File: src/include/eeprom_ctrl_macros.svh
`ifndef EEPROM_CTRL_MACROS_SVH
`define EEPROM_CTRL_MACROS_SVH

`define EE_ADDR_W       11
`define EE_DATA_W       8
`define EE_DEV_CODE     4'b1010

// clk cycles per scl quarter
`define EE_SCL_DIV      2

`define EE_REG_CMD      4'h0
`define EE_REG_STATUS   4'h4
`define EE_REG_RDATA    4'h8

`endif
File: src/logic/eeprom_pkg.sv
package eeprom_pkg;

    typedef enum logic {
        EE_OP_WRITE = 1'b0,
        EE_OP_READ  = 1'b1
    } ee_op_t;

    typedef enum logic [3:0] {
        IDLE,
        START,
        SEND_BYTE,
        GET_ACK,
        RESTART,
        RECV_BYTE,
        SEND_NACK,
        STOP,
        DONE
    } ee_bus_state_t;

    typedef enum logic [1:0] {
        RESP_OKAY   = 2'b00,
        RESP_SLVERR = 2'b10,
        RESP_DECERR = 2'b11
    } axi_resp_t;

endpackage

File: src/logic/eeprom_ctrl_top.sv
`timescale 1ns/100ps
`include "eeprom_ctrl_macros.svh"

module eeprom_ctrl_top
    import eeprom_pkg::*;
(
    input  logic        CLK,
    input  logic        RESET,
    input  logic [3:0]  awaddr,
    input  logic        awvalid,
    output logic        awready,
    input  logic [31:0] wdata_axi,
    input  logic [3:0]  wstrb,
    input  logic        wvalid,
    output logic        wready,
    output logic [1:0]  bresp,
    output logic        bvalid,
    input  logic        bready,
    input  logic [3:0]  araddr,
    input  logic        arvalid,
    output logic        arready,
    output logic [31:0] rdata_axi,
    output logic [1:0]  rresp,
    output logic        rvalid,
    input  logic        rready,
    output logic        scl,
    output logic        sda_oe,
    input  logic        sda_i
);

    // command and completion between register block and bus master
    logic                  start;
    ee_op_t                op;
    logic [`EE_ADDR_W-1:0] addr;
    logic [`EE_DATA_W-1:0] wdata;
    logic                  busy;
    logic                  done;
    logic                  nack;
    logic [`EE_DATA_W-1:0] rdata;

    eeprom_axil_regs i_regs (.*);

    eeprom_serial_master i_master (.*);

endmodule

File: src/logic/eeprom_serial_master.sv
`timescale 1ns/100ps
`include "eeprom_ctrl_macros.svh"

module eeprom_serial_master
    import eeprom_pkg::*;
(
    input  logic                  CLK,
    input  logic                  RESET,
    input  logic                  start,
    input  ee_op_t                op,
    input  logic [`EE_ADDR_W-1:0] addr,
    input  logic [`EE_DATA_W-1:0] wdata,
    output logic                  busy,
    output logic                  done,
    output logic                  nack,
    output logic [`EE_DATA_W-1:0] rdata,
    output logic                  scl,
    output logic                  sda_oe,
    input  logic                  sda_i
);

    localparam int DIV_W = $clog2(`EE_SCL_DIV + 1);

    ee_bus_state_t         state;
    logic [DIV_W-1:0]      div_cnt;
    logic [1:0]            quarter;
    logic                  tick;
    logic [`EE_DATA_W-1:0] shreg;
    logic [2:0]            bit_cnt;
    logic [1:0]            byte_idx;   // 0 ctrl, 1 addr low, 2 data or read ctrl
    logic                  ack_n;
    ee_op_t                op_q;
    logic [`EE_ADDR_W-1:0] addr_q;
    logic [`EE_DATA_W-1:0] wdata_q;

    assign tick = (div_cnt == DIV_W'(`EE_SCL_DIV - 1));
    assign busy = (state != IDLE);
    assign done = (state == DONE);

    // quarter 0 low, 1 and 2 high, 3 low
    always_ff @(posedge CLK)
    begin
        if (RESET || state == IDLE)
        begin
            div_cnt <= '0;
            quarter <= 2'd1;   // transfer opens with scl already high
        end
        else if (tick)
        begin
            div_cnt <= '0;
            quarter <= quarter + 2'd1;
        end
        else
            div_cnt <= div_cnt + 1'b1;
    end

    always_ff @(posedge CLK)
    begin
        if (RESET)
        begin
            state    <= IDLE;
            scl      <= 1'b1;
            sda_oe   <= 1'b0;
            nack     <= 1'b0;
            rdata    <= '0;
            bit_cnt  <= '0;
            byte_idx <= '0;
        end
        else if (state == IDLE)
        begin
            if (start)
            begin
                op_q     <= op;
                addr_q   <= addr;
                wdata_q  <= wdata;
                shreg    <= {`EE_DEV_CODE, addr[`EE_ADDR_W-1:8], 1'b0};
                bit_cnt  <= '0;
                byte_idx <= '0;
                nack     <= 1'b0;
                state    <= START;
            end
        end
        else if (state == DONE)
            state <= IDLE;
        else if (tick)
        begin
            case (quarter)
                2'd3:   // entering quarter 0, data changes
                begin
                    case (state)
                        SEND_BYTE: sda_oe <= ~shreg[`EE_DATA_W-1];
                        STOP:      sda_oe <= 1'b1;
                        default:   sda_oe <= 1'b0;   // ack slots and read bits
                    endcase
                end
                2'd0:
                    scl <= 1'b1;
                2'd1:   // scl high, sample or make start/stop
                begin
                    case (state)
                        START, RESTART: sda_oe <= 1'b1;
                        STOP:           sda_oe <= 1'b0;
                        GET_ACK:        ack_n  <= sda_i;
                        RECV_BYTE:      shreg  <= {shreg[`EE_DATA_W-2:0], sda_i};
                        default:        ;
                    endcase
                end
                default:
                begin
                    if (state != STOP)
                        scl <= 1'b0;   // bus left released after stop
                    case (state)
                        START:
                            state <= SEND_BYTE;
                        SEND_BYTE:
                        begin
                            shreg   <= shreg << 1;
                            bit_cnt <= bit_cnt + 3'd1;
                            if (bit_cnt == 3'd7)
                                state <= GET_ACK;
                        end
                        GET_ACK:
                        begin
                            if (ack_n)
                            begin
                                nack  <= 1'b1;   // abort
                                state <= STOP;
                            end
                            else if (byte_idx == 2'd0)
                            begin
                                shreg    <= addr_q[7:0];
                                byte_idx <= 2'd1;
                                state    <= SEND_BYTE;
                            end
                            else if (byte_idx == 2'd1 && op_q == EE_OP_READ)
                                state <= RESTART;
                            else if (byte_idx == 2'd1)
                            begin
                                shreg    <= wdata_q;
                                byte_idx <= 2'd2;
                                state    <= SEND_BYTE;
                            end
                            else if (op_q == EE_OP_READ)
                                state <= RECV_BYTE;
                            else
                                state <= STOP;
                        end
                        RESTART:
                        begin
                            shreg    <= {`EE_DEV_CODE, addr_q[`EE_ADDR_W-1:8], 1'b1};
                            byte_idx <= 2'd2;
                            state    <= SEND_BYTE;
                        end
                        RECV_BYTE:
                        begin
                            bit_cnt <= bit_cnt + 3'd1;
                            if (bit_cnt == 3'd7)
                            begin
                                rdata <= shreg;
                                state <= SEND_NACK;
                            end
                        end
                        SEND_NACK:
                            state <= STOP;
                        STOP:
                            state <= DONE;
                        default:
                            state <= IDLE;
                    endcase
                end
            endcase
        end
    end

    a_sda_stable: assert property (@(posedge CLK) disable iff (RESET)
        scl && !(state inside {START, RESTART, STOP}) |-> $stable(sda_oe));

    a_done_pulse: assert property (@(posedge CLK) disable iff (RESET)
        done |=> !done);

endmodule

File: src/logic/eeprom_axil_regs.sv
`timescale 1ns/100ps
`include "eeprom_ctrl_macros.svh"

module eeprom_axil_regs
    import eeprom_pkg::*;
(
    input  logic                  CLK,
    input  logic                  RESET,
    input  logic [3:0]            awaddr,
    input  logic                  awvalid,
    output logic                  awready,
    input  logic [31:0]           wdata_axi,
    input  logic [3:0]            wstrb,
    input  logic                  wvalid,
    output logic                  wready,
    output axi_resp_t             bresp,
    output logic                  bvalid,
    input  logic                  bready,
    input  logic [3:0]            araddr,
    input  logic                  arvalid,
    output logic                  arready,
    output logic [31:0]           rdata_axi,
    output axi_resp_t             rresp,
    output logic                  rvalid,
    input  logic                  rready,
    output logic                  start,
    output ee_op_t                op,
    output logic [`EE_ADDR_W-1:0] addr,
    output logic [`EE_DATA_W-1:0] wdata,
    input  logic                  busy,
    input  logic                  done,
    input  logic                  nack,
    input  logic [`EE_DATA_W-1:0] rdata
);

    localparam logic [31:0] CMD_MASK = 32'h8007_FFFF;   // op, addr, data fields

    logic [31:0]           cmd_q;
    logic [31:0]           cmd_merged;
    logic                  nack_q;
    logic [`EE_DATA_W-1:0] rdata_q;
    logic                  wr_fire;
    logic                  rd_fire;
    logic [3:0]            wr_off;
    logic [3:0]            rd_off;
    logic                  cmd_busy;
    logic                  cmd_ok;

    assign wready   = awready;
    assign wr_fire  = awready && awvalid && wvalid;
    assign rd_fire  = arready && arvalid;
    assign wr_off   = {awaddr[3:2], 2'b00};
    assign rd_off   = {araddr[3:2], 2'b00};
    assign cmd_busy = busy || start;   // launch still in flight counts too
    assign cmd_ok   = wr_fire && (wr_off == `EE_REG_CMD) && !cmd_busy;

    assign op    = ee_op_t'(cmd_q[31]);
    assign addr  = cmd_q[8 +: `EE_ADDR_W];
    assign wdata = cmd_q[`EE_DATA_W-1:0];

    always_comb
    begin
        for (int i = 0; i < 4; i++)
            cmd_merged[8*i +: 8] = wstrb[i] ? wdata_axi[8*i +: 8] : cmd_q[8*i +: 8];
    end

    // single-beat handshakes, one outstanding response per channel
    always_ff @(posedge CLK)
    begin
        if (RESET)
        begin
            awready <= 1'b0;
            bvalid  <= 1'b0;
            arready <= 1'b0;
            rvalid  <= 1'b0;
        end
        else
        begin
            awready <= awvalid && wvalid && !bvalid && !awready;
            if (wr_fire)
                bvalid <= 1'b1;
            else if (bready)
                bvalid <= 1'b0;
            arready <= arvalid && !rvalid && !arready;
            if (rd_fire)
                rvalid <= 1'b1;
            else if (rready)
                rvalid <= 1'b0;
        end
    end

    always_ff @(posedge CLK)
    begin
        if (wr_fire)
        begin
            case (wr_off)
                `EE_REG_CMD:                   bresp <= cmd_busy ? RESP_SLVERR : RESP_OKAY;
                `EE_REG_STATUS, `EE_REG_RDATA: bresp <= RESP_SLVERR;   // read only
                default:                       bresp <= RESP_DECERR;
            endcase
        end
        if (rd_fire)
        begin
            rresp <= RESP_OKAY;
            case (rd_off)
                `EE_REG_CMD:    rdata_axi <= cmd_q;
                `EE_REG_STATUS: rdata_axi <= {30'b0, nack_q, cmd_busy};
                `EE_REG_RDATA:  rdata_axi <= {{(32-`EE_DATA_W){1'b0}}, rdata_q};
                default:
                begin
                    rdata_axi <= '0;
                    rresp     <= RESP_DECERR;
                end
            endcase
        end
    end

    always_ff @(posedge CLK)
    begin
        if (RESET)
        begin
            start   <= 1'b0;
            cmd_q   <= '0;
            nack_q  <= 1'b0;
            rdata_q <= '0;
        end
        else
        begin
            start <= cmd_ok;
            if (cmd_ok)
                cmd_q <= cmd_merged & CMD_MASK;
            if (cmd_ok)
                nack_q <= 1'b0;
            else if (done && nack)
                nack_q <= 1'b1;   // sticky until next command
            if (done && op == EE_OP_READ && !nack)
                rdata_q <= rdata;
        end
    end

    a_start_idle: assert property (@(posedge CLK) disable iff (RESET)
        start |-> !busy);

    a_bvalid_hold: assert property (@(posedge CLK) disable iff (RESET)
        bvalid && !bready |=> bvalid);

endmodule

File: config.mk
export PLATFORM = sky130hd
export DESIGN_NAME = eeprom_ctrl_top
export DESIGN_NICKNAME = d
export VERILOG_FILES = /design/src/logic/eeprom_pkg.sv /design/src/logic/eeprom_ctrl_top.sv /design/src/logic/eeprom_serial_master.sv /design/src/logic/eeprom_axil_regs.sv
export VERILOG_INCLUDE_DIRS = /design/src /design/src/include
export SDC_FILE = /design/constraint.sdc
export NUM_CORES = 1
export LEC_CHECK = 0
export ABC_CLOCK_PERIOD_IN_PS = 2700
export BUFFER_PORTS_ARGS = -buffer_cell sky130_fd_sc_hd__buf_2
export CORE_MARGIN = 2
export CORE_UTILIZATION = 35
export DETAILED_ROUTE_END_ITERATION = 7
export GPL_TIMING_DRIVEN = 0
export PLACE_DENSITY = 0.57
export SYNTH_ARGS = -nofsm -noshare
export SYNTH_HDL_FRONTEND = slang
export SYNTH_SLANG_ARGS = --single-unit
export TNS_END_PERCENT = 30
File: constraint.sdc
create_clock -name CLK -period 2.7 [get_ports CLK]
set_clock_uncertainty 0.05 [all_clocks]
set_input_delay 0.81 -clock CLK [delete_from_list [all_inputs] [get_ports CLK]]
set_output_delay 0.81 -clock CLK [all_outputs]
set_load 0.05 [all_outputs]
Yosys cells after proc, flatten, opt, wreduce, memory -nomap -nowiden:

Index checks and enable logic that the tools add are counted.
W data, S select, Z words.

* output and inout bits: 43
* bits of input ports: 52
* bits in registers: 123

* reduce and logical (&&, ||, !) cells: 62
* bitwise gates (word level): 6
* $add $sub $neg: 3
* muxes and demuxes: 60
* eq/ne operators: 33

Operators with widths (count)
* $pmux W32 S3: 1
* $mux W8: 9
* $mux W4: 11
* $mux W2: 12
* $pmux W4 S6: 1
* $pmux W8 S3: 1
* $reduce_and A5 Y1: 4
* $mux W3: 6
* $reduce_and A6 Y1: 3
* $eq A4 B3 Y1 const B: 4
* $pmux W8 S2: 1
* $reduce_bool A2 Y1: 8
* $logic_and A1 B1 Y1: 14
* $reduce_or A2 Y1: 7
* $logic_not A4 Y1: 3
* $mux W1: 12
* $ne A4 B2 Y1 const B: 3
* $eq A2 B1 Y1 const B: 5
* $reduce_and A10 Y1: 1
* $eq A4 B2 Y1 const B: 2
* $pmux W1 S2: 4
* $pmux W2 S2: 2
* $reduce_and A2 Y1: 4
* $reduce_and A8 Y1: 1
* 24 further kinds: 45

Logic depth before layout (Yosys ltp):

* depth after elaboration: 10
* depth in mapped cells: 8

Modules after synthesis:

Synthesis repeated with hierarchy kept, for this count alone.

* cell total of the unflattened synthesis: 467
* area, all modules: 5112.4 um2

By module, submodules not included
* eeprom_serial_master: area an instance 2576.2 um2, cells an instance 244, seq. area each 1351.3 um2, times used 1
* eeprom_axil_regs: area an instance 2536.2 um2, cells an instance 223, seq. area each 1371.3 um2, times used 1

Worst setup path before layout:

OpenSTA, ideal clock, no wires.

* kind: input to register
* start point: in RESET
* end point: reg i_master.addr_q[0] (enable)
* required time: 2253 ps
* data arrival time: 2282 ps
* setup time: 397 ps
* stages on the path: 4
* path slack: -29 ps
* path buffers: 3
* cells stage by stage: clkbuf_1 clkbuf_1 buf_1 nor2_1

* word-level cells in the longest chain between the ends: 2

RTL lines
* start, declared: RTL line eeprom_ctrl_top.sv:8 `input logic RESET,`
* $not A1 Y1 (no line)
* $reduce_and A3 Y1 (no line)
* end signal, assigned: RTL line eeprom_serial_master.sv:74 `addr_q <= addr;`
* end, declared: RTL line eeprom_serial_master.sv:33 `` logic [`EE_ADDR_W-1:0] addr_q; ``

No other way between the ends.
A chain may end at the register's enable or synchronous reset.

Final worst setup path:

* start point: in RESET
* end point: reg i_master.addr_q[10] (enable)

Same word-level chain as after synthesis.

==> results_dict.tcl <==
set metrics [dict create \
    syn2layout_area_growth_pct 19.10 \
    finalSetupViolations 0 \
    io_buffer_count 65 \
    period_share_pct 91.81 \
    post-place-ws_ns -0.4088 \
    synth.most_common_cell "nor2_1" \
    yosysWarningCount 0 \
    reg2reg_setup_slack_ns 0.29 \
    die_h_um 122.3 \
    rsz0062_at_grt "no" \
    synthCells 445 \
    crit_fanout 11 \
    rr_startpoint "i_master.state[2]" \
    place_hpwl_um 8252 \
    fmax_mhz 403.4 \
    final.fill_count 1351 \
    drtIter0Drc 219 \
    dieWidth_um 122.3 \
    final_nets 595 \
    grt_max_degree 23 \
    slew_headroom_pct 25.18 \
    ys_async_sr_fraction_pct 0 \
    critPathRequiredTime_ns 2.70 \
    synthTopCellsByArea "edfxtp_1 (32%), dfxtp_1 (24%), mux2i_1 (11%)" \
    irDropWorstVdd_mv 0.2635 \
    design.die.area_mm2 0.01495 \
    rows 43 \
    core_area_mm2 0.01377 \
    synth_top_area_share_pct 31.90 \
    io_pins 95 \
    cts_setup_buffers 0 \
    p_total_w 0.003681 \
    dr_total_vias 3497 \
    max_stage_delay_ns 0.67 \
    multi_input_area_mm2 0.001962 \
    regArea_mm2 0.002723 \
    grt_pass1_vias 3480 \
    drv_slew 0 \
    hold_path.class "reg2reg" \
    synth_area_per_cell_um2 11.00 \
    tightest_slew_ns 1.122 \
    cp_cell_sequence "clkbuf_1, clkbuf_1, buf_1, nor2_4" \
    r2r_cells 5 \
    synth-seq-area-share_pct 55.62 \
    synth_cell_types 61 \
    htree_levels 3 \
    fin_crit_ns 2.479 \
    grt-ovfl-total 0 \
    firstDrtPassIters 4 \
    status "finished clean" \
    fin_setup_tns_ns 0 \
    crit_path_end_kind "register" \
    syn_area_mm2 0.004895 \
    synth-main-ff-cell "dfxtp_1" \
    clock_sinks 110 \
    drcViolationCount 0 \
    placed_cell_area_mm2 0.005503 \
    grtUsageTotal_pct 15.79 \
    ys_seq_elements 110 \
    cp_common_cell "clkbuf_1" \
    wirelength_um 11370 \
    crit_arrival_ns 2.48 \
    critPathLaunchType "primary input" \
    synth_common_cells "nor2_1 (61), dfxtp_1 (58), mux2i_1 (53)" \
    diodes 0 \
    reg2reg_to "i_master.addr_q[10]" \
    grt_pass1_wl_um 17780 \
    via_per_inst 4.864 \
    wl_per_cell_um 15.81 \
    synth_top_area_cell "edfxtp_1" \
    initial_core_util_pct 35.54 \
    cellPowerDensity_mw_per_mm2 631.5 \
    clock-root-buffer "clkbuf_16" \
    fin_ws_ns 0.2211 \
    antenna_found_initial 0 \
    finalHoldViolCount 0 \
    stdcell_area_mm2 0.005829 \
    cts_buffers 9 \
    clk_latency_ns 0.35 \
    synth-edff-count 52 \
    slowest_stage "buf_1" \
    ant_nets 0 \
    crit_path_end "i_master.addr_q[10]" \
    path_class "in2reg" \
    gp_congestion 0.8349 \
    cap_violations 0 \
    cts_tree "done" \
    clk_pin_slew_ns 0.07 \
    crit_start "RESET" \
    leakagePower_nw 2.291 \
    drive_above_1_share_pct 20.96 \
    cts_buffer_depth 2 \
]
## critical path, delay by kind of cell
family,cells,cell delay [ns]
buffers and inverters,3,1.48
and+or+nand+nor,1,0.19
## layout by cell type, fill, tap and decap left out, types with 3 or more instances in the layout
cell,count
buf_2,69
nor2_1,60
dfxtp_1,58
mux2i_1,53
edfxtp_1,52
clkbuf_1,20
nand2_1,19
inv_1,15
and2_1,15
a21oi_1,15
buf_4,15
o21ai_0,12
conb_1,12
clkbuf_16,10
nor2b_1,9
ha_1,9
nor3_1,7
nor4_1,6
a21o_1,5
nand3_1,5
o21a_1,4
nor3b_1,3
a211oi_1,3
buf_1,3
## where the power goes
part	internal, W	total [W]	switching [W]
clock	0.000769	0.00136	0.000594
combinational	0.000165	0.000531	0.000366
sequential	0.00177	0.00179	0.0000164
## stage by stage
| stage | std cells | utilization, % | hold WS [ns] |
|---|---|---|---|
| floorplan | 456 | - | 0.3572 |
| global placement | 701 | 39.85 | 0.3653 |
| detailed placement | 702 | 39.95 | 0.3749 |
| CTS | 718 | 42.23 | 0.3851 |
| global route | 719 | 42.32 | 0.4062 |
| finish | 719 | 42.32 | 0.3827 |
## kinds of logic (layout without fill, tap and decap cells)
logic type,Yosys count,in the layout,share of synthesized area (%)
compound gates,62,62,8.564
xor+xnor,2,2,0.3579
fa+ha+maj,9,9,2.301
buf+inv,58,140,5.649
flops,110,110,55.62
mux,55,55,11.30
other cells,1,12,0.07661
simple gates,148,149,16.13
## state kept, by name, summed over array words and instances (netlist names), 4 cells and up
name              cells
i_regs.rdata_axi     20
i_master.addr_q      11
i_regs.cmd_q         20
i_master.state        4
i_master.shreg        8
i_regs.rdata_q        8
i_master.wdata_q      8
i_master.rdata        8
## worst min path at each step
stage / start / end / cells past startpoint
final: i_master.div_cnt[0] / i_master.div_cnt[0] / 1
after global routing: i_master.div_cnt[0] / i_master.div_cnt[0] / 1
after CTS: i_master.div_cnt[0] / i_master.div_cnt[0] / 1
after detailed placement: i_master.div_cnt[0] / i_master.div_cnt[0] / 1
after global placement: i_master.div_cnt[0] / i_master.div_cnt[0] / 1
after floorplan: i_master.div_cnt[0] / i_master.div_cnt[0] / 1
## metal layers
| metal | share of wire (%) | vias up | track usage, % |
|---|---|---|---|
| met5 | 0 | - | 0 |
| met2 | 49 | 60 | 25.62 |
| met1 | 46 | 1692 | 20.60 |
| met3 | 3.5 | 14 | 4.043 |
| li1 | - | 1731 | - |
| met4 | 1.6 | 0 | 5.172 |
## repair_timing
action | 4_1_cts | 5_1_grt
hold buffers | 0 | 0
pin swaps | 0 | 1
gates cloned | 0 | 1
endpoints found under the setup margin | 20 | 20
resized for setup | 1 | 3
## cell type report
cell class | count | area share (%)
Multi-Input combinational cell | 289 | 33.66
Inverter | 15 | 0.9659
Sequential cell | 110 | 46.71
Clock inverter | 6 | 1.009
Clock buffer | 10 | 4.293
Timing Repair Buffer | 66 | 5.709
Tap cell | 180 | 3.863
Buffer | 43 | 3.799
No activity file was read; power rests on OpenSTA's default activity.
